[src/source/fetch_params.svh]
`ifndef FETCH_PARAMS_SVH
`define FETCH_PARAMS_SVH

// Byte address width of the CPU and of the shared bus.
`define FETCH_ADDR_WIDTH 32

// Number of index bits of the direct-mapped instruction cache.
// Six bits give 64 entries of one word each.
`define ICACHE_INDEX_BITS 6

// The tag holds the address bits above the index and the byte offset.
`define ICACHE_TAG_BITS (`FETCH_ADDR_WIDTH - `ICACHE_INDEX_BITS - 2)

// Main memory depth in words, as a power of two.
`define MEM_WORDS_LOG2 10

// Cycles the memory waits before it raises ack.
`define MEM_WAIT_STATES 2

// Width of a data word on every path.
`define WORD_WIDTH 32

// Number of byte lanes in a word.
`define WORD_BYTES 4

`endif

[src/source/fetch_pkg.sv]
`default_nettype none

`include "fetch_params.svh"

package fetch_pkg;

	// Wishbone classic signals from master to slave.
	typedef struct packed {
		logic cyc;
		logic stb;
		logic we;
		logic [`WORD_BYTES-1:0] sel;
		logic [`FETCH_ADDR_WIDTH-1:0] adr;
		logic [`WORD_WIDTH-1:0] dat;
	} wb_m2s_t;

	// Wishbone classic signals from slave to master.
	typedef struct packed {
		logic ack;
		logic [`WORD_WIDTH-1:0] dat;
	} wb_s2m_t;

	// Instruction fetch request and response.
	typedef struct packed {
		logic valid;
		logic [`FETCH_ADDR_WIDTH-1:0] pc;
	} fetch_req_t;

	typedef struct packed {
		logic ready;
		logic [`WORD_WIDTH-1:0] instr;
	} fetch_rsp_t;

	// Load/store request and response.
	typedef struct packed {
		logic valid;
		logic write;
		logic [`FETCH_ADDR_WIDTH-1:0] addr;
		logic [`WORD_WIDTH-1:0] wdata;
	} data_req_t;

	typedef struct packed {
		logic done;
		logic [`WORD_WIDTH-1:0] rdata;
	} data_rsp_t;

	typedef enum logic [1:0] {INITIALIZE, IDLE, LOOKUP, FILL} icache_state_t;

	// Data port FSM states.
	typedef enum logic {DP_IDLE, DP_BUS} data_state_t;

	typedef enum logic [1:0] {NONE, FETCH, DATA} arb_owner_t;

	// One cache line of a single word.
	typedef struct packed {
		logic valid;
		logic [`ICACHE_TAG_BITS-1:0] tag;
		logic [`WORD_WIDTH-1:0] word;
	} icache_entry_t;

endpackage

`default_nettype wire

[src/source/data_port.sv]
`timescale 1ns/10ps
`default_nettype none

`include "fetch_params.svh"

module data_port
	import fetch_pkg::*;
(
	input  wire            i_clock,
	input  wire            i_reset,
	input  wire data_req_t i_data,
	output data_rsp_t      o_data,
	output wb_m2s_t        o_wb,
	input  wire wb_s2m_t   i_wb
);

	data_state_t state_q;
	logic cyc_q;
	logic done_q;
	logic we_q;
	logic [`FETCH_ADDR_WIDTH-1:0] addr_q;
	logic [`WORD_WIDTH-1:0] wdata_q;
	logic [`WORD_WIDTH-1:0] rdata_q;
	logic accept;

	// A new request is not taken while done is still visible to the CPU.
	assign accept = (state_q == DP_IDLE) && i_data.valid && !done_q;

	always_ff @(posedge i_clock) begin
		if (i_reset) begin
			state_q <= DP_IDLE;
			cyc_q <= 1'b0;
			done_q <= 1'b0;
		end else begin
			done_q <= 1'b0;
			case (state_q)
				DP_IDLE: begin
					if (accept) begin
						cyc_q <= 1'b1;
						state_q <= DP_BUS;
					end
				end
				DP_BUS: begin
					if (i_wb.ack) begin
						cyc_q <= 1'b0;
						done_q <= 1'b1;
						state_q <= DP_IDLE;
					end
				end
				default: begin
					state_q <= DP_IDLE;
				end
			endcase
		end
	end

	// Request payload and read data.
	always_ff @(posedge i_clock) begin
		if (accept) begin
			we_q <= i_data.write;
			addr_q <= {i_data.addr[`FETCH_ADDR_WIDTH-1:2], 2'b00};
			wdata_q <= i_data.wdata;
		end
		if (state_q == DP_BUS && i_wb.ack) begin
			rdata_q <= we_q ? '0 : i_wb.dat;
		end
	end

	always_comb begin
		o_data.done = done_q;
		o_data.rdata = rdata_q;
		o_wb.cyc = cyc_q;
		o_wb.stb = cyc_q;
		o_wb.we = we_q;
		o_wb.sel = '1;
		o_wb.adr = addr_q;
		o_wb.dat = wdata_q;
	end

endmodule

`default_nettype wire

[config.mk]
export PLATFORM = sky130hd
export DESIGN_NAME = data_port
export DESIGN_NICKNAME = d
export VERILOG_FILES = /design/src/source/fetch_pkg.sv /design/src/source/data_port.sv
export VERILOG_INCLUDE_DIRS = /design/src /design/src/source
export SDC_FILE = /design/constraint.sdc
export NUM_CORES = 1
export LEC_CHECK = 0
export ABC_AREA = 1
export ABC_CLOCK_PERIOD_IN_PS = 7000
export BUFFER_PORTS_ARGS = -buffer_cell sky130_fd_sc_hd__buf_2
export CAP_MARGIN = 25
export CORE_MARGIN = 3
export CORE_UTILIZATION = 45
export CTS_BUF_LIST = sky130_fd_sc_hd__clkbuf_16
export CTS_CLUSTER_DIAMETER = 40
export DETAILED_ROUTE_END_ITERATION = 8
export PLACE_DENSITY_LB_ADDON = 0.3
export SYNTH_ARGS = -nofsm -noshare
export SYNTH_HDL_FRONTEND = slang
export SYNTH_SLANG_ARGS = --single-unit
[constraint.sdc]
create_clock -name i_clock -period 7 [get_ports i_clock]
set_clock_uncertainty 0.2 [all_clocks]
set_input_delay 1.4 -clock i_clock [delete_from_list [all_inputs] [get_ports i_clock]]
set_output_delay 1.4 -clock i_clock [all_outputs]
set_load 0.05 [all_outputs]
==> After elaboration in Yosys (flattened, before gate mapping) <==
Cells that the tools add are included.
{ "op_classes": {"bitwise_logic": 1, "div": 0, "n_reduce_logical": 6, "multipliers": 0, "n_eq_ne": 2, "n_lt_le_gt_ge": 0, "n_mux": 7, "add_sub_neg": 0, "shifts": 0} }
{ "ops": {"columns": ["operator", "n"], "rows": [
  ["two-way mux 1 bit", 5],
  ["inequality test 2 bit, second input constant", 2],
  ["case mux 1 bit (2 select lines)", 2],
  ["logical AND 1 bit", 3],
  ["AND reduction 2 bit", 1],
  ["OR reduction 2 bit", 1],
  ["logical NOT 1 bit", 1],
  ["inverter 1 bit", 1]
]} }
{ "word_totals": {"ff_bits": 98, "input_bits": 101, "rom_bits": 0, "latch_bits": 0, "ram_bits": 0, "mem_count": 0, "out_inout_bits": 104} }

==> Depth between registers and ports, before layout <==
Gate-level depths: netlist of the first run.
{ "logic_depth": {"depth_word": 5, "mapped_depth": 3, "depth_no_buf": 3} }

==> Least setup slack after synthesis of the first run <==
No wires, ideal clock.
{ "synth_path": {"path_kind": "in2reg", "from": "in i_data[65] (netlist name)", "to": "reg addr_q[10] (enable)", "path_slack_ps": 3675, "path_buffers": 0, "path_stages": 2, "arrival_time_ps": 2708, "setup_time_ps": 417, "path_cell_list": "nand2_1 > inv_1"} }
{ "synth_via": {"elab_chain_len": 2} }
{ "synth_rtl": {"columns": ["item", "line", "text"], "rows": [
  ["start: declaration", "data_port.sv:11", "input wire data_req_t i_data,"],
  ["logical AND 1 bit (2 in a row)", "data_port.sv:27", "assign accept = (state_q == DP_IDLE) && i_data.valid && !done_q;"],
  ["net accept", "data_port.sv:24", "logic accept;"],
  ["end signal: assignment", "data_port.sv:61", "addr_q <= {i_data.addr[`FETCH_ADDR_WIDTH-1:2], 2'b00};"],
  ["end: declaration", "data_port.sv:21", "logic [`FETCH_ADDR_WIDTH-1:0] addr_q;"]
]} }
The timed path passes the listed nets, and every way through them passes these cells.
A chain may end at the register's enable or synchronous reset.

==> Worst setup path in the final report of the first run <==
{ "layout_path": {"from": "reg we_q", "to": "out o_wb[68] (netlist name)"} }
{ "layout_lines": {"columns": ["item", "line", "text"], "rows": [
  ["start: declaration", "data_port.sv:20", "logic we_q;"],
  ["start signal: assignment", "data_port.sv:60", "we_q <= i_data.write;"],
  ["end: declaration", "data_port.sv:13", "output wb_m2s_t o_wb,"]
]} }
No word-level cell between the ends.

==> metrics.txt, run 1 <==
Seq/Total Area, Yosys=0.879; Clock Tree Buf Depth=2; gpl congestion=0.783; static leakage=2.17 nW; ant diodes=0; Clk pin slew, worst setup/hold paths=0.07 ns; Fill cells=515; period utilization=0.414; DP HPWL=5.23 mm; Sw Ratio=0.254; Tmin final=2.90 ns; final instance area=4710 µm²; clock power share=0.384; predominant post-synthesis flop cell=edfxtp_1; Root Buffer=clkbuf_16; FFs w/ async S/R, synth=0; final hold vios=0; vias in the first global route=2078; die height=91.8 µm; Synth area leaders=edfxtp_1 86%, inv_1 4.0%, nor2_1 3.9%; Resized cells post-CTS=0; core area=6980 µm²; Final Max Slew Viols=0; synthesis-to-layout area growth=42.2%; Detailed Routing Iterations Pass 1=4; Die X-Extent=91.8 µm; crit path max fanout=33; Cell Int Power=1.08 mW; P_sw=0.368 mW; P per Cell Area=307 nW/µm²; register bit count reported by yosys=98; status=complete, no violations; Critical Path AT=1.30 ns; Post-synth top cells=95 x edfxtp_1, 35 x inv_1, 34 x nor2_1; DRC viols=0; # hold bufs at CTS=0; Max-slew headroom=0.528; nets@finish=490; final setup vio count=0; Worst-Margin Slew=0.708 ns; DR iter-0 viols=71; IO Count=205; nature of the critical path endpoint=output pin; max cap viols=0; cts bufs inserted=9; Comb pwr share=0.139; average wire per standard cell=13.9 µm; Synth cell types=9; Setup WS post-layout=4.10 ns; Setup WS pre-CTS=4.11 ns; Total Routing Usage GR=0.160; first-pass GRT wire length=10.1 mm; Post-synth EDFFs=95; total gr overflow=0; final WL=6.83 mm; final hold slack=0.284 ns; cell taking the most area after synthesis=edfxtp_1; initial antenna violation count=0; antenna-violating nets left=0; Hold Crit Class=flip-flop to flip-flop; full die area=8430 µm²; RSZ-0062 raised after global routing=no; worst vdd ir=0.000153 V; Cell Area, Synth=3310 µm²; cell row count=30; Setup crit start kind=flip-flop; Fmax=345 MHz; Synth top area share=0.861; TritonCTS clock tree=done; sequential share of power=0.477; most common cell in the netlist=edfxtp_1; clk sinks=98; Avg Cell Area, Syn=17.6 µm²; Placed Area=4360 µm²; critical path class=flip-flop to output pin; Synth Instances=188; required time of the critical path=5.40 ns; PortBufs=196; worst skew pair latency=0.33 ns; largest net degree at the start of global routing=60; share of layout cells above drive strength 1=0.548; vias per std cell=4.27; Setup TNS=0 ns; H-tree depth=3; Starting Density=0.475; Vias=2094; Synth warnings=0; Setup Buffers After CTS=0
==> stage by stage <==
stage	utilization	power, mW	std cells
after floorplan	-	0.851	192
after global placement	0.621	0.901	473
after detailed placement	0.625	0.907	474
after CTS	0.675	1.46	490
after global routing	0.675	1.50	490
final	0.675	1.45	490
==> critical path, stage by stage, from the launching register on <==
cell and delay [ns]:
edfxtp_1 0.32, buf_4 0.31, buf_2 0.33
==> area by class of cell <==
type | count | area, µm² | share of cell area
sequential | 98 | 2910 | 0.618
clock inverter | 7 | 123 | 0.0260
timing repair buffer | 199 | 1020 | 0.217
inverter | 35 | 131 | 0.0279
clock buffer | 9 | 225 | 0.0478
multi-input combinational | 46 | 175 | 0.0372
tap | 96 | 120 | 0.0255
==> flip-flops by register name (all words and copies together), names as in the netlist <==
| signal | flops |
|---|---|
| done_q | 1 |
| wdata_q | 32 |
| cyc_q | 1 |
| state_q | 1 |
| addr_q | 30 |
| rdata_q | 32 |
| we_q | 1 |
==> power by group through the flow <==
stage / clock network (mW) / registers, mW / logic (mW)
6_report: 0.556 / 0.690 / 0.202
5_1_grt: 0.594 / 0.693 / 0.212
3_5_place_dp: 0 / 0.703 / 0.204
2_1_floorplan: 0 / 0.810 / 0.0411
4_1_cts: 0.568 / 0.690 / 0.204
3_3_place_gp: 0 / 0.702 / 0.200
==> final timing paths <==
check / startpoint / end / slack (ns) / depth (start not counted)
worst min register to register: cyc_q$_SDFFE_PP0P_ / cyc_q$_SDFFE_PP0P_ / 0.28 / 2
worst max register to register: state_q$_SDFF_PP0_ / wdata_q[9]$_DFFE_PP_ / 5.18 / 4
worst max-delay path: we_q$_DFFE_PP_ / o_wb[68] / 4.10 / 2
worst min-delay path: cyc_q$_SDFFE_PP0P_ / cyc_q$_SDFFE_PP0P_ / 0.28 / 2
==> logic make-up after synthesis <==
family / synth area share
simple gates: 0.0430
buf+inv: 0.0725
other cells: 0.00227
compound gates: 0.00302
flops: 0.879
==> routing by layer <==
layer	track usage	up-vias	wire, µm
li1	-	1019	-
met1	0.177	933	2510
met2	0.271	136	3340
met3	0.0714	6	907
met4	0.0631	0	65
met5	0	-	0
==> placed cells by master, fill, tap and decap left out <==
master        n
a21oi_1       2
inv_1        34
buf_2       196
buf_4         2
buf_16        1
clkbuf_16     9
edfxtp_1     95
clkinvlp_4    2
bufinv_16     3
nor2_1       34
conb_1        6
inv_2         1
inv_6         2
dfxtp_1       3
nand2_1       4
Power figures use the tool's default switching activity.
==> inputs of run 2 (changes only) <==
--- a/config.mk
+++ b/config.mk
@@ -6,12 +6,12 @@
 export SDC_FILE = /design/constraint.sdc
 export NUM_CORES = 1
 export LEC_CHECK = 0
-export ABC_AREA = 1
-export ABC_CLOCK_PERIOD_IN_PS = 7000
+export ABC_AREA = 0
+export ABC_CLOCK_PERIOD_IN_PS = 2500
 export BUFFER_PORTS_ARGS = -buffer_cell sky130_fd_sc_hd__buf_2
 export CAP_MARGIN = 25
 export CORE_MARGIN = 3
-export CORE_UTILIZATION = 45
+export CORE_UTILIZATION = 38
 export CTS_BUF_LIST = sky130_fd_sc_hd__clkbuf_16
 export CTS_CLUSTER_DIAMETER = 40
 export DETAILED_ROUTE_END_ITERATION = 8
==> constraint.sdc (replaced) <==
create_clock -name i_clock -period 2.5 [get_ports i_clock]
set_clock_uncertainty 0.2 [all_clocks]
set_input_delay 0.5 -clock i_clock [delete_from_list [all_inputs] [get_ports i_clock]]
set_output_delay 0.5 -clock i_clock [all_outputs]
set_load 0.05 [all_outputs]
==> metrics.txt, run 2 <==
registers with the most flip-flops=rdata_q: 32 flops, wdata_q: 32 flops, addr_q: 30 flops; die height=99.0 µm (+7.9%); DRC viols=0 (unchanged); PortBufs=196 (unchanged); commonest non-fill, non-tap cell in the layout=buf_2; DP HPWL=5.77 mm (+10%); placed insts=449 (-5.3%); Synth Instances=153 (-19%); worst hold endpoint=wdata_q[28]$_DFFE_PP_; static leakage=2.05 nW (-5.8%); final hold vios=0 (unchanged); required time of the critical path=2.33 ns (-3.07 ns); final hold slack=0.137 ns (-0.147 ns); Hold Crit Class=input port to flip-flop; initial antenna violation count=0 (unchanged); nature of the critical path endpoint=flip-flop; Critical Path AT=1.57 ns (+0.27 ns); Placed Area=4390 µm² (+0.60%); FFs w/ async S/R, synth=0 (unchanged); first-pass GRT wire length=11.0 mm (+9.2%); Setup Buffers After CTS=0 (unchanged); Worst R2R Start=done_q$_SDFF_PP0_; most frequent cells in the layout=196 x buf_2, 95 x edfxtp_1, 21 x and2b_1; Total Routing Usage GR=0.150 (-0.0108); Final Max Slew Viols=0 (unchanged); slowest CP cell=or3b_4; largest net degree at the start of global routing=34 (-43%); full die area=9810 µm² (+16%); R2R Setup Slk=0.76 ns (-4.42 ns); gpl congestion=0.750 (-4.3%); P per Cell Area=815 nW/µm² (+170%); Layout Cells excl Fill=465 (-5.1%); Fill cells=688 (+34%); Setup TNS=0 ns (unchanged); vias in the first global route=2070 (-0.38%); Resized cells post-CTS=0 (unchanged); Detailed Routing Iterations Pass 1=4 (unchanged); Starting Density=0.396 (-0.0782); Tmin final=1.74 ns; RSZ-0062 raised after global routing=no; critical path, cell by cell=or3b_4 > clkinvlp_4 > buf_12; Root Buffer=clkbuf_16; min-delay src=i_data[28]; Vias=2025 (-3.3%); status=complete, no violations; final instance area=4680 µm² (-0.74%); cts bufs inserted=9 (unchanged); critical path class=flip-flop to flip-flop; cell taking the most area after synthesis=edfxtp_1; Die X-Extent=99.0 µm (+7.9%); total gr overflow=0 (unchanged); FF+latch area=2910 µm² (unchanged); Fmax=574 MHz; worst skew pair latency=0.33 ns (about the same); Post-synth EDFFs=95 (unchanged); cell row count=33 (+10%); most common cell in the netlist=edfxtp_1; predominant post-synthesis flop cell=edfxtp_1; H-tree depth=3 (unchanged); Synth cell types=13 (+4); antenna-violating nets left=0 (unchanged); DR iter-0 viols=39 (-45%); Setup crit start kind=flip-flop; synthesis-to-layout area growth=42.1% (about the same); average wire per standard cell=15.9 µm (+14%); Reg2Reg Depth=3 (-1); crit path max fanout=32 (-3.0%); TritonCTS clock tree=done; clk sinks=98 (unchanged); final core occ=0.563 (-0.111); final WL=7.40 mm (+8.4%); final setup vio count=0 (unchanged); Cell Area, Synth=3290 µm² (-0.72%); Synth warnings=0 (unchanged); area of the multi-input gates=302 µm² (+72%); nets@finish=456 (-6.9%); period utilization=0.697; worst vdd ir=0.000308 V (+100%); core area=8300 µm² (+19%); CP peak stage delay=0.42 ns (+0.09 ns); Seq/Total Area, Yosys=0.886 (+0.00635); # hold bufs at CTS=0 (unchanged); Post-synth top cells=95 x edfxtp_1, 21 x and2b_1, 12 x nor2b_1; Clock Tree Buf Depth=2 (unchanged); register bit count reported by yosys=98 (unchanged); Worst R2R End=wdata_q[17]$_DFFE_PP_; share of layout cells above drive strength 1=0.608 (+0.0601); Avg Cell Area, Syn=21.5 µm² (+22%); max cap viols=0 (unchanged); Clk pin slew, worst setup/hold paths=0.07 ns (about the same); IO Count=205 (unchanged); vias per std cell=4.35 (+1.9%); hold path depth=1 (-1); Synth top area share=0.867 (+0.00622); Synth area leaders=edfxtp_1 87%, and2b_1 4.8%, buf_4 2.3%; ant diodes=0 (unchanged)
run 2: cell count changes after synthesis, sizes merged:
cell    change
and2        +1
inv        -34
nor2b      +12
clkbuf      +3
or2b        +1
a21bo       +1
nor2       -34
nand2       -4
buf         -3
or3b        +1
and2b      +21
run 2: power by group:
part | total [mW] | internal, mW | switching, mW
combinational | 0.576 | 0.144 | 0.432
clock | 1.30 | 0.694 | 0.606
sequential | 1.93 | 1.91 | 0.0223
total | 3.81 | 2.75 | 1.06
run 2: metal layers:
| layer | track usage | vias to the layer above | share of wire |
|---|---|---|---|
| li1 | - | 954 | - |
| met5 | 0 | - | 0 |
| met3 | 0.0729 | 10 | 0.14 |
| met2 | 0.241 | 137 | 0.48 |
| met4 | 0.0599 | 0 | 0.014 |
| met1 | 0.172 | 924 | 0.37 |
run 2: worst max-delay path: cells and delay by family (launching register included):
family | cells | cell delay (ns)
buf+inv | 2 | 0.50
flops | 1 | 0.31
simple gates | 1 | 0.42
run 2: cells by family (layout without fill, tap and decap cells):
| logic type | after synthesis | count (layout) | share of synthesized area |
|---|---|---|---|
| flops | 98 | 98 | 0.886 |
| simple gates | 36 | 36 | 0.0787 |
| buf+inv | 14 | 217 | 0.0274 |
| other cells | 2 | 6 | 0.00228 |
| compound gates | 3 | 3 | 0.00609 |
run 2: how the worst max path moves through the flow:
| stage | start | end | depth (start not counted) |
|---|---|---|---|
| CTS | done_q$_SDFF_PP0_ | wdata_q[17]$_DFFE_PP_ | 3 |
| global placement | i_data[65] | addr_q[29]$_DFFE_PP_ | 4 |
| global route | done_q$_SDFF_PP0_ | wdata_q[17]$_DFFE_PP_ | 3 |
| detailed placement | i_data[65] | addr_q[29]$_DFFE_PP_ | 4 |
| finish | done_q$_SDFF_PP0_ | wdata_q[17]$_DFFE_PP_ | 3 |
| floorplan | i_data[65] | addr_q[10]$_DFFE_PP_ | 2 |
run 2: area by class of cell:
| cell class | instances | share of cell area |
|---|---|---|
| sequential | 98 | 0.623 |
| multi-input combinational | 45 | 0.0645 |
| timing repair buffer | 200 | 0.222 |
| inverter | 1 | 0.00161 |
| clock buffer | 9 | 0.0482 |
| tap | 105 | 0.0281 |
| clock inverter | 7 | 0.0131 |
run 2: stage by stage:
| step | power (mW) | setup WS (ns) |
|---|---|---|
| floorplan | 2.38 | 0.278 |
| global placement | 2.54 | 0.516 |
| detailed placement | 2.55 | 0.488 |
| CTS | 3.85 | 0.742 |
| global route | 3.96 | 0.690 |
| finish | 3.81 | 0.759 |
