<file path="config.mk">
export PLATFORM = sky130hd
export DESIGN_NAME = bus_arbiter
export DESIGN_NICKNAME = d
export VERILOG_FILES = /design/src/source/fetch_pkg.sv /design/src/source/bus_arbiter.sv
export VERILOG_INCLUDE_DIRS = /design/src /design/src/source
export SDC_FILE = /design/constraint.sdc
export NUM_CORES = 1
export LEC_CHECK = 0
export BUFFER_PORTS_ARGS = -buffer_cell sky130_fd_sc_hd__buf_4
export CAP_MARGIN = 20
export CELL_PAD_IN_SITES_DETAIL_PLACEMENT = 0
export CELL_PAD_IN_SITES_GLOBAL_PLACEMENT = 1
export CORE_AREA = 2 2 121 123
export CTS_CLUSTER_DIAMETER = 120
export DETAILED_ROUTE_END_ITERATION = 10
export DIE_AREA = 0 0 123 125
export GPL_TIMING_DRIVEN = 1
export PLACE_DENSITY_LB_ADDON = 0.1
export SYNTH_ARGS = -nofsm -noshare
export SYNTH_HDL_FRONTEND = slang
export SYNTH_SLANG_ARGS = --single-unit
export TNS_END_PERCENT = 1
</file>
<file path="constraint.sdc">
create_clock -name i_clock -period 3 [get_ports i_clock]
set_clock_uncertainty 0.05 [all_clocks]
set_input_delay 0.45 -clock i_clock [delete_from_list [all_inputs] [get_ports i_clock]]
set_output_delay 0.45 -clock i_clock [all_outputs]
set_load 0.005 [all_outputs]
</file>
<file path="src/source/fetch_params.svh">
`ifndef FETCH_PARAMS_SVH
`define FETCH_PARAMS_SVH

// Byte address width of the CPU and of the shared bus.
`define FETCH_ADDR_WIDTH 32

// Number of index bits of the direct-mapped instruction cache.
// Six bits give 64 entries of one word each.
`define ICACHE_INDEX_BITS 6

// The tag holds the address bits above the index and the byte offset.
`define ICACHE_TAG_BITS (`FETCH_ADDR_WIDTH - `ICACHE_INDEX_BITS - 2)

// Main memory depth in words, as a power of two.
`define MEM_WORDS_LOG2 10

// Cycles the memory waits before it raises ack.
`define MEM_WAIT_STATES 2

// Width of a data word on every path.
`define WORD_WIDTH 32

// Number of byte lanes in a word.
`define WORD_BYTES 4

`endif

</file>
<file path="src/source/fetch_pkg.sv">
`default_nettype none

`include "fetch_params.svh"

package fetch_pkg;

	// Wishbone classic signals from master to slave.
	typedef struct packed {
		logic cyc;
		logic stb;
		logic we;
		logic [`WORD_BYTES-1:0] sel;
		logic [`FETCH_ADDR_WIDTH-1:0] adr;
		logic [`WORD_WIDTH-1:0] dat;
	} wb_m2s_t;

	// Wishbone classic signals from slave to master.
	typedef struct packed {
		logic ack;
		logic [`WORD_WIDTH-1:0] dat;
	} wb_s2m_t;

	// Instruction fetch request and response.
	typedef struct packed {
		logic valid;
		logic [`FETCH_ADDR_WIDTH-1:0] pc;
	} fetch_req_t;

	typedef struct packed {
		logic ready;
		logic [`WORD_WIDTH-1:0] instr;
	} fetch_rsp_t;

	// Load/store request and response.
	typedef struct packed {
		logic valid;
		logic write;
		logic [`FETCH_ADDR_WIDTH-1:0] addr;
		logic [`WORD_WIDTH-1:0] wdata;
	} data_req_t;

	typedef struct packed {
		logic done;
		logic [`WORD_WIDTH-1:0] rdata;
	} data_rsp_t;

	typedef enum logic [1:0] {INITIALIZE, IDLE, LOOKUP, FILL} icache_state_t;

	// Data port FSM states.
	typedef enum logic {DP_IDLE, DP_BUS} data_state_t;

	typedef enum logic [1:0] {NONE, FETCH, DATA} arb_owner_t;

	// One cache line of a single word.
	typedef struct packed {
		logic valid;
		logic [`ICACHE_TAG_BITS-1:0] tag;
		logic [`WORD_WIDTH-1:0] word;
	} icache_entry_t;

endpackage

`default_nettype wire

</file>
<file path="src/source/bus_arbiter.sv">
`timescale 1ns/10ps
`default_nettype none

module bus_arbiter
	import fetch_pkg::*;
(
	input  wire          i_clock,
	input  wire          i_reset,
	input  wire wb_m2s_t i_fetch_wb,
	output wb_s2m_t      o_fetch_wb,
	input  wire wb_m2s_t i_data_wb,
	output wb_s2m_t      o_data_wb,
	output wb_m2s_t      o_mem_wb,
	input  wire wb_s2m_t i_mem_wb
);

	arb_owner_t owner_q;
	arb_owner_t last_q;
	logic fetch_first;

	// On a tie the master not served last wins.
	assign fetch_first = i_fetch_wb.cyc && (!i_data_wb.cyc || last_q != FETCH);

	always_ff @(posedge i_clock) begin
		if (i_reset) begin
			owner_q <= NONE;
			last_q <= NONE;
		end else begin
			case (owner_q)
				NONE: begin
					if (fetch_first) begin
						owner_q <= FETCH;
						last_q <= FETCH;
					end else if (i_data_wb.cyc) begin
						owner_q <= DATA;
						last_q <= DATA;
					end
				end
				FETCH: begin
					if (!i_fetch_wb.cyc) begin
						owner_q <= NONE;
					end
				end
				DATA: begin
					if (!i_data_wb.cyc) begin
						owner_q <= NONE;
					end
				end
				default: begin
					owner_q <= NONE;
				end
			endcase
		end
	end

	// Only the owner reaches the memory.
	always_comb begin
		case (owner_q)
			FETCH: o_mem_wb = i_fetch_wb;
			DATA: o_mem_wb = i_data_wb;
			default: o_mem_wb = '0;
		endcase
	end

	// Ack and data go back to the owner only.
	always_comb begin
		o_fetch_wb.ack = (owner_q == FETCH) && i_mem_wb.ack;
		o_fetch_wb.dat = (owner_q == FETCH) ? i_mem_wb.dat : '0;
		o_data_wb.ack = (owner_q == DATA) && i_mem_wb.ack;
		o_data_wb.dat = (owner_q == DATA) ? i_mem_wb.dat : '0;
	end

endmodule

`default_nettype wire

</file>
Word-level counts from Yosys, hierarchy flattened
Cells that the tools add are included.

Equal/unequal tests: 6. Reductions and logical operators: 9. Multiplexer cells: 8.

Operators with widths (number): 71-bit case mux with 2 select lines (1); 32-bit 2-to-1 mux (2); 2-bit 2-to-1 mux (4); 2-bit case mux with 3 select lines (1); 2-bit != test, second input constant (2); 1-bit logical AND (3); 3-bit != test, second input constant (1); 3-bit AND reduction (1); 2-bit by 1-bit equality test with 1-bit output, second input constant (1); 2-bit equality test, second input constant (1); 2-bit logical NOT (1); 2-bit by 1-bit != test with 1-bit output, second input constant (1); 2-bit AND reduction (1); 2-bit nonzero test (1); 1-bit logical NOT (1); 1-bit logical OR (1).

Register bits: 4. Output and inout bits: 137. Input port bits: 177. Logic and storage cells: 25.

Depth between registers and ports, before layout
Gate-level depths: netlist of the first run.

Depth after elaboration: 5. Gate-level depth with buffers: 7. Mapped depth without buffers: 5.

Worst setup path before layout of the first run
OpenSTA, ideal clock, no wires.

Kind: reg-to-output. Start point: register owner_q[1]. End point: output o_mem_wb[61] (netlist name). Buffers on the path: 3. Cell stages (with the launch flop): 8. Required time: 2.500 ns. Path slack: 1.134 ns. Data arrival time: 1.366 ns. Path through: dfxtp_1 > inv_1 > ha_1 > clkbuf_2 > clkbuf_1 > clkbuf_1 > a22oi_1 > nor2b_1.

RTL lines: start, declared (line bus_arbiter.sv:17) `arb_owner_t owner_q;`; start signal, assigned (line bus_arbiter.sv:26) `owner_q <= NONE;`; start signal, assigned (line bus_arbiter.sv:32) `owner_q <= FETCH;`; start signal, assigned (line bus_arbiter.sv:35) `owner_q <= DATA;`; end, declared (line bus_arbiter.sv:13) `output wb_m2s_t o_mem_wb,`.

==> results.py, run 1 <==
metrics = {
    "run_status": {
        "outcome": "complete, no violations",
    },
    "sta": {
        "slew_headroom_pct": 66.71,
        "worst_pin_slew_ns": 0.4993,
        "fin_ws_ns": 0.6329,
        "setup_tns_ns": 0,
        "finalCritPeriodShare_pct": 78.90,
        "maxSlewViolCount": 0,
        "hold_viol": 0,
        "holdWs_ns": 0.3666,
        "fmax_ghz": 0.4225,
        "fin_crit_ns": 2.367,
        "rsz0062_at_grt": "false",
        "setup_viol": 0,
    },
    "pwr": {
        "sw_frac_of_total_pct": 33.86,
        "combPwrFrac_pct": 72.9,
        "p_int_mw": 0.6609,
        "seqPwrFrac_pct": 6.6,
        "p_per_area_mw_per_mm2": 227.9,
        "p_sw_mw": 0.3383,
        "clock_power_share_pct": 20.5,
        "finalPower_mw": 0.9992,
        "p_leak_nw": 2.122,
        "ir_worst_vdd_uv": 137.4,
    },
    "clock_network": {
        "ctsHoldBuffers": 0,
        "h-tree-depth": 1,
        "path_clk_slew_ns": 0.03,
        "cts_buffers": 3,
        "clk_latency_ns": 0.22,
        "root_buffer": "clkbuf_16",
        "cts.sinks": 4,
        "post-cts-setup-buffers": 0,
        "post_cts_resize_count": 0,
        "cts_tree": "yes",
        "cts_buffer_depth": 2,
    },
    "grt": {
        "overflow": 0,
        "grt_usage_pct": 12.64,
        "grt_max_degree": 44,
        "antenna_found_initial": 0,
        "grt_pass1_vias": 3020,
        "grt_pass1_wl_um": 15440,
    },
    "floorplan": {
        "core_mm2": 0.01420,
        "die_width_um": 123,
        "die_y_um": 125,
        "initial_core_util_pct": 12.34,
        "design.die.area_mm2": 0.01538,
        "io_pins": 314,
        "rows": 44,
    },
    "placed_design": {
        "gp_congestion": 0.7743,
        "io_buffers": 313,
        "placed_cell_area_mm2": 0.004309,
        "place_ws_ns": 0.8338,
        "dp.cells": 739,
        "hpwl_um": 9052,
    },
    "synthesis": {
        "yosys_register_bits": 4,
        "post_synth_num_cell_types": 20,
        "ys_seq_area_share_pct": 4.568,
        "syn_inst": 266,
        "yosysWarnings": 0,
        "synth_nets": 446,
        "synthesis.area_mm2": 0.001753,
        "avgSynthCellArea_um2": 6.590,
    },
    "finish": {
        "final_util_pct": 30.87,
        "drive_gt1_share_pct": 58.42,
        "final_common_cell": "buf_4",
        "layout.cells.most_common_list": "318 x buf_4, 71 x a22oi_1, 70 x nor2b_1, 67 x and2_1",
        "syn_to_final_growth_pct": 150.1,
        "diodes": 0,
        "nNetsFinal": 740,
        "stdcell_count": 742,
        "final_cell_area_mm2": 0.004384,
    },
    "setup_path": {
        "crit_arrival_ns": 1.87,
        "path_class": "reg -> out",
        "critPathCaptureType": "output pin",
        "critPathMaxFanout": 43,
        "ff2ff_setup_slack_ns": 1.13,
        "cp-start-kind": "flop",
        "cp.required_ns": 2.50,
    },
    "detailed_routing": {
        "drc_errors": 0,
        "routedWlPerCell_um": 14.79,
        "finalWirelength_um": 10980,
        "viasPerCell": 4.135,
        "drt_iter0_drc": 78,
        "first_pass_iters": 4,
        "postRouteAntennaNets": 0,
        "dr_total_vias": 3068,
    },
    "run": {
        "drv_cap": 0,
    },
    "hold_path": {
        "hold_class": "in -> reg",
    },
}
-- cells by family (layout without fill, tap and decap cells) --
kind of cell | Yosys count | after routing | synth area share (%)
and+or+nand+nor | 143 | 143 | 50.96
muxes | 1 | 1 | 0.6424
AOI/OAI and AO/OA | 81 | 81 | 33.83
DFF | 4 | 4 | 4.568
adders and majority gates | 3 | 3 | 2.142
buffers and inverters | 34 | 326 | 7.851
-- flip-flops by register name, summed over array words and instances, names as in the netlist --
signal,flops
owner_q,2
last_q,2
-- worst paths after layout --
path / start / endpoint / depth (start not counted)
setup / recovery: owner_q[0] / o_mem_wb[57] / 6
hold / removal: i_reset / owner_q[1] / 2
setup reg to reg: owner_q[1] / owner_q[0] / 5
hold reg to reg: owner_q[1] / owner_q[1] / 2
-- worst max-delay path, stage by stage, from the launching register on --
cell and delay, ns:
dfxtp_1 0.33, inv_1 0.13, ha_4 0.47, buf_4 0.34, a22oi_1 0.12, nor2b_1 0.13, buf_4 0.12
-- synth_stat cells --
library cell	n	area, µm²
a211o_1	1	8.760
a211oi_1	1	7.510
a21oi_1	3	15.01
a22o_1	1	8.760
a22oi_1	71	533.0
and2_1	67	419.2
buf_2	7	35.03
clkbuf_1	23	86.33
clkbuf_2	1	5.000
dfxtp_1	4	80.08
ha_1	3	37.54
inv_1	3	11.26
mux2_2	1	11.26
nand2_1	2	7.510
nand3b_1	1	7.510
nor2_1	1	3.750
nor2b_1	70	437.9
nor3b_1	1	7.510
o21ai_0	4	20.02
or4b_1	1	10.01
-- routing by layer --
metal	track usage, %	share of wire, %
met3	3.878	12
met4	2.206	1.1
met5	0	0
met1	11.74	32
met2	26.26	54
-- area by class of cell --
class	count	area (µm²)
clock buffer	3	75.07
inverter	3	11.26
fill	1567	9819
multi-input combinational	228	1560
tap	184	230.2
timing repair buffer	320	2427
sequential	4	80.08
-- power groups by stage --
stage	Clock [mW]	Sequential [mW]	Combinational, mW
after floorplan	0	0.0643	0.317
after global placement	0	0.0663	0.740
after detailed placement	0	0.0671	0.744
after CTS	0.209	0.0664	0.746
after global routing	0.216	0.0673	0.796
final	0.205	0.0663	0.728
Note: power is estimated with default switching activity, not from simulation.
==> run 2: changes to the inputs <==
--- a/config.mk
+++ b/config.mk
@@ -6,6 +6,7 @@
 export SDC_FILE = /design/constraint.sdc
 export NUM_CORES = 1
 export LEC_CHECK = 0
+export ABC_AREA = 1
 export BUFFER_PORTS_ARGS = -buffer_cell sky130_fd_sc_hd__buf_4
 export CAP_MARGIN = 20
 export CELL_PAD_IN_SITES_DETAIL_PLACEMENT = 0
==> constraint.sdc (replaced) <==
create_clock -name i_clock -period 2.4 [get_ports i_clock]
set_clock_uncertainty 0.05 [all_clocks]
set_input_delay 0.36 -clock i_clock [delete_from_list [all_inputs] [get_ports i_clock]]
set_output_delay 0.36 -clock i_clock [all_outputs]
set_load 0.005 [all_outputs]
==> run 2 against run 1 <==
  * Setup slack got worse by 0.42 ns
  * First-iteration DRC count up 32%
  * Sequential share of layout area is essentially flat
  * Die area is the same
  * Core utilization grew 0.20 points
  * Combinational power increased by 72%
  * Critical endpoint is now o_mem_wb[49]
  * Largest cell class unchanged
==> results.py, run 2 <==
metrics = {
    "floorplan": {
        "io_pins": 314,
        "die_y_um": 125,
        "core_mm2": 0.01420,
        "rows": 44,
        "design.die.area_mm2": 0.01538,
        "die_width_um": 123,
        "initial_core_util_pct": 12.89,
    },
    "sta": {
        "slew_headroom_pct": 78.67,
        "maxSlewViolCount": 0,
        "worst_pin_slew_ns": 0.3200,
        "hold_viol": 0,
        "setup_tns_ns": 0,
        "fin_ws_ns": 0.2147,
        "setup_viol": 0,
        "rsz0062_at_grt": "false",
        "holdWs_ns": 0.2602,
        "fin_crit_ns": 2.185,
        "fmax_ghz": 0.4576,
        "finalCritPeriodShare_pct": 91.06,
    },
    "finish": {
        "layout.cells.most_common_list": "313 x buf_4, 214 x nand2_1, 73 x inv_1, 72 x a21oi_1",
        "top_regs": "last_q: 2 flops, owner_q: 2 flops",
        "drive_gt1_share_pct": 46.50,
        "final_common_cell": "buf_4",
        "regArea_um2": 80.08,
        "final_cell_area_mm2": 0.004413,
        "nNetsFinal": 883,
        "n_fill_cell": 1607,
        "multi_input_area_mm2": 0.001280,
        "syn_to_final_growth_pct": 141.1,
        "diodes": 0,
    },
    "synthesis": {
        "syn_inst": 410,
        "yosys_register_bits": 4,
        "yosysMostFrequentCell": "nand2_1",
        "synth_commonest_cells": "214 x nand2_1, 73 x inv_1, 72 x a21oi_1",
        "synth_top_cell_area_share_pct": 43.88,
        "post_synth_num_cell_types": 14,
        "synthArstFlopShare_pct": 0,
        "synthTopCellsByArea": "nand2_1 44%, a21oi_1 20%, inv_1 15%",
        "synth-edff-count": 0,
        "yosysWarnings": 0,
        "synthFlopType": "dfxtp_1",
        "synth_nets": 590,
        "synthesis.area_mm2": 0.001831,
        "ys_seq_area_share_pct": 4.375,
        "avgSynthCellArea_um2": 4.465,
        "synth_top_area_cell": "nand2_1",
    },
    "detailed_routing": {
        "dr_total_vias": 3484,
        "viasPerCell": 3.937,
        "postRouteAntennaNets": 0,
        "routedWlPerCell_um": 12.87,
        "drc_errors": 0,
        "first_pass_iters": 4,
        "finalWirelength_um": 11390,
        "drt_iter0_drc": 103,
    },
    "placed_design": {
        "placed_cell_area_mm2": 0.004338,
        "hpwl_um": 9222,
        "place_ws_ns": 0.4169,
        "gp_congestion": 0.7807,
        "io_buffers": 313,
    },
    "grt": {
        "grt_usage_pct": 13.17,
        "met3_usage_pct": 3.148,
        "grt_busiest_layer": "met2",
        "use_met1_pct": 12.74,
        "antenna_found_initial": 0,
        "grt_max_degree": 64,
        "grt_pass1_vias": 3286,
        "grt_pass1_wl_um": 16230,
        "overflow": 0,
        "use_met2_pct": 26.55,
    },
    "setup_path": {
        "critPathMaxFanout": 44,
        "r2r_cells": 10,
        "path_depth": 6,
        "cp-start-kind": "flop",
        "cp.required_ns": 1.99,
        "crit_chain": "inv_1 > ha_4 > buf_12 > nand2_1 > a21oi_1 > buf_4",
        "crit_family": "buffers and inverters",
        "path_class": "reg -> out",
        "critPathCaptureType": "output pin",
        "slowest_delay_ns": 0.35,
        "crit_buf_inv": 3,
        "crit_arrival_ns": 1.78,
        "crit_slowest_cell": "ha_4",
    },
    "pwr": {
        "ir_worst_vdd_uv": 223.0,
        "finalPower_mw": 1.600,
        "p_leak_nw": 2.672,
        "p_per_area_mw_per_mm2": 362.6,
    },
    "clock_network": {
        "ctsHoldBuffers": 0,
        "cts_buffers": 3,
        "root_buffer": "clkbuf_16",
        "post-cts-setup-buffers": 0,
        "clk_latency_ns": 0.22,
        "cts_tree": "yes",
        "post_cts_resize_count": 0,
        "path_clk_slew_ns": 0.03,
        "h-tree-depth": 1,
        "cts.sinks": 4,
        "cts_buffer_depth": 2,
    },
    "hold_path": {
        "hold_class": "in -> reg",
        "hold_depth": 2,
    },
    "run": {
        "drv_cap": 0,
    },
    "run_status": {
        "outcome": "complete, no violations",
    },
}
==> run 2: cell types whose count changed after synthesis, sizes merged, moves of 67 or more <==
| cell | delta |
|---|---|
| nor2b | -70 |
| and2 | -67 |
| nand2 | +213 |
| a22oi | -71 |
| a21oi | +69 |
| inv | +71 |
==> run 2: per-layer routing <==
layer,wire [µm],share of wire (%),vias up
met4,291,2.6,0
met1,3862,34,1488
li1,-,-,1787
met2,6036,53,193
met5,0,0,-
met3,1202,11,16
==> run 2: worst paths after layout <==
| path | from | slack, ns | end |
|---|---|---|---|
| max | owner_q[1] | 0.21 | o_mem_wb[49] |
| min | i_reset | 0.26 | last_q[0] |
| max reg2reg | owner_q[0] | 0.93 | owner_q[0] |
| min reg2reg | last_q[0] | 0.42 | last_q[0] |
==> run 2: area by class of cell <==
class                   count  share of cell area [%]
well taps                 184                   5.217
flip-flops and latches      4                   1.815
multi-input cells         301                   29.00
repair buffers            319                   55.97
clock buffers               3                   1.701
inverters                  74                   6.294
==> run 2: power breakdown <==
group | switching, mW | internal (mW) | total [mW]
registers | 0.00852 | 0.0782 | 0.0867
logic | 0.626 | 0.627 | 1.25
clock network | 0.0469 | 0.213 | 0.260
==> run 2: per-stage QoR <==
stage          utilization (%)  instances
6_report                 31.07        885
5_1_grt                  31.07        885
4_1_cts                  31.07        885
3_5_place_dp             30.54        882
3_3_place_gp             30.54        882
2_1_floorplan                -        410
==> run 2: cell families (layout without fill, tap and decap cells) <==
family	Yosys count	in the layout	share of synthesized area, %
AOI/OAI and AO/OA	74	74	20.23
adders and majority gates	3	3	2.051
buffers and inverters	105	396	27.07
DFF	4	4	4.375
and+or+nand+nor	224	224	46.27
==> run 3: changes to the inputs <==
--- a/config.mk
+++ b/config.mk
@@ -9,14 +9,11 @@
 export ABC_AREA = 1
 export BUFFER_PORTS_ARGS = -buffer_cell sky130_fd_sc_hd__buf_4
 export CAP_MARGIN = 20
-export CELL_PAD_IN_SITES_DETAIL_PLACEMENT = 0
-export CELL_PAD_IN_SITES_GLOBAL_PLACEMENT = 1
-export CORE_AREA = 2 2 121 123
+export CORE_AREA = 2 2 122 124
 export CTS_CLUSTER_DIAMETER = 120
 export DETAILED_ROUTE_END_ITERATION = 10
-export DIE_AREA = 0 0 123 125
+export DIE_AREA = 0 0 124 126
 export GPL_TIMING_DRIVEN = 1
-export PLACE_DENSITY_LB_ADDON = 0.1
 export SYNTH_ARGS = -nofsm -noshare
 export SYNTH_HDL_FRONTEND = slang
 export SYNTH_SLANG_ARGS = --single-unit
==> run 3 against run 2 <==
  * Fmax rose by 4.9%
  * Power fell by 1.6%
  * Critical path depth did not move
  * Setup slack improved by 0.10 ns
  * First-iteration DRC count fell by 20%
  * Critical path type unchanged
  * Core utilization fell by 0.31 points
  * Sequential share of layout area barely moved
  * Via count fell by 0.66%
  * Largest cell class unchanged
==> results.py, run 3 (synthesis gave the netlist of run 2 again) <==
metrics = {
    "detailed_routing": {
        "drt_iter0_drc": 82,
        "postRouteAntennaNets": 0,
        "finalWirelength_um": 10400,
        "viasPerCell": 3.902,
        "dr_total_vias": 3461,
        "first_pass_iters": 4,
        "drc_errors": 0,
        "routedWlPerCell_um": 11.73,
    },
    "clock_network": {
        "h-tree-depth": 1,
        "ctsHoldBuffers": 0,
        "root_buffer": "clkbuf_16",
        "clk_latency_ns": 0.22,
        "post_cts_resize_count": 0,
        "post-cts-setup-buffers": 0,
        "path_clk_slew_ns": 0.03,
        "cts_tree": "yes",
        "cts_buffers": 3,
        "cts_buffer_depth": 2,
        "cts.sinks": 4,
    },
    "sta": {
        "rsz0062_at_grt": "false",
        "fin_ws_ns": 0.3173,
        "fin_crit_ns": 2.083,
        "setup_viol": 0,
        "finalCritPeriodShare_pct": 86.78,
        "fmax_ghz": 0.4801,
        "maxSlewViolCount": 0,
        "slew_headroom_pct": 81.64,
        "setup_tns_ns": 0,
        "worst_pin_slew_ns": 0.2753,
        "hold_viol": 0,
    },
    "placed_design": {
        "gp_congestion": 0.7681,
        "io_buffers": 313,
        "hpwl_um": 8626,
        "dp.cells": 884,
        "placed_cell_area_mm2": 0.004328,
        "place_ws_ns": 0.5301,
    },
    "setup_path": {
        "crit_arrival_ns": 1.67,
        "cp-start-kind": "flop",
        "cp.required_ns": 1.99,
        "path_class": "reg -> out",
        "critPathCaptureType": "output pin",
        "critPathMaxFanout": 47,
        "ff2ff_setup_slack_ns": 0.86,
    },
    "finish": {
        "n_fill_cell": 1623,
        "drive_gt1_share_pct": 46.66,
        "diodes": 0,
        "final_cell_area_mm2": 0.004403,
        "layout.cells.most_common_list": "317 x buf_4, 214 x nand2_1, 73 x inv_1, 72 x a21oi_1, 6 x nor2_1",
        "nNetsFinal": 885,
        "stdcell_count": 887,
        "syn_to_final_growth_pct": 140.5,
        "final_common_cell": "buf_4",
        "final_util_pct": 30.76,
        "top_regs": "last_q: 2 flops, owner_q: 2 flops",
    },
    "hold_path": {
        "hold_class": "in -> reg",
    },
    "grt": {
        "grt_usage_pct": 11.80,
        "overflow": 0,
        "grt_max_degree": 56,
        "antenna_found_initial": 0,
        "grt_pass1_vias": 3151,
        "grt_pass1_wl_um": 15020,
    },
    "floorplan": {
        "io_pins": 314,
        "initial_core_util_pct": 12.79,
        "die_y_um": 126,
        "rows": 44,
        "core_mm2": 0.01431,
        "die_width_um": 124,
        "design.die.area_mm2": 0.01562,
    },
    "pwr": {
        "combPwrFrac_pct": 78.0,
        "p_int_mw": 0.9068,
        "p_sw_mw": 0.6671,
        "seqPwrFrac_pct": 5.5,
        "p_per_area_mw_per_mm2": 357.5,
        "p_leak_nw": 2.674,
        "clock_power_share_pct": 16.5,
        "sw_frac_of_total_pct": 42.39,
        "ir_worst_vdd_uv": 221.1,
    },
    "run_status": {
        "outcome": "complete, no violations",
    },
    "run": {
        "drv_cap": 0,
    },
}
-- run 3: cell count changes in the layout (fill, tap and decap cells not counted), sizes merged --
cell	previous run	this run
buf	319	321
-- run 3: metal layers --
metal  track usage (%)  vias to the layer above  share of wire, %
li1                  -                     1791                 -
met5                 0                        -                 0
met2             22.79                      192                50
met3             2.763                       12                12
met4             1.785                        0               1.2
met1             13.09                     1466                37
-- run 3: power by group through the flow --
stage	logic, mW	clock network, mW	registers (mW)
2_1_floorplan	0.579	0	0.0834
3_3_place_gp	1.25	0	0.0870
3_5_place_dp	1.25	0	0.0873
6_report	1.23	0.260	0.0862
4_1_cts	1.25	0.263	0.0864
5_1_grt	1.37	0.269	0.0868
-- run 3: final cells by class --
class                      count  area [µm²]  area share [%]
tap                          184       230.2           5.229
clock buffer                   3       75.07           1.705
timing repair buffer         321        2460           55.87
sequential                     4       80.08           1.819
inverter                      74       277.8           6.309
multi-input combinational    301        1280           29.07
-- run 3: critical path: stages, from the launching register on --
cell and delay (ns):
dfxtp_1 0.33, inv_1 0.12, ha_4 0.31, buf_12 0.25, nand2_1 0.08, a21oi_1 0.18, buf_4 0.14
-- run 3: worst paths after layout --
kind                   start  cells after the start           end
setup reg to reg  owner_q[0]                     10    owner_q[0]
hold / removal       i_reset                      2    owner_q[1]
setup / recovery  owner_q[1]                      6  o_mem_wb[41]
hold reg to reg    last_q[0]                      2     last_q[0]
-- run 3: stage by stage --
stage | hold slack, ns | power, mW
detailed placement | 0.4182 | 1.333
floorplan | 0.3791 | 0.6626
CTS | 0.2628 | 1.599
global route | 0.2661 | 1.727
finish | 0.2607 | 1.574
global placement | 0.4190 | 1.341
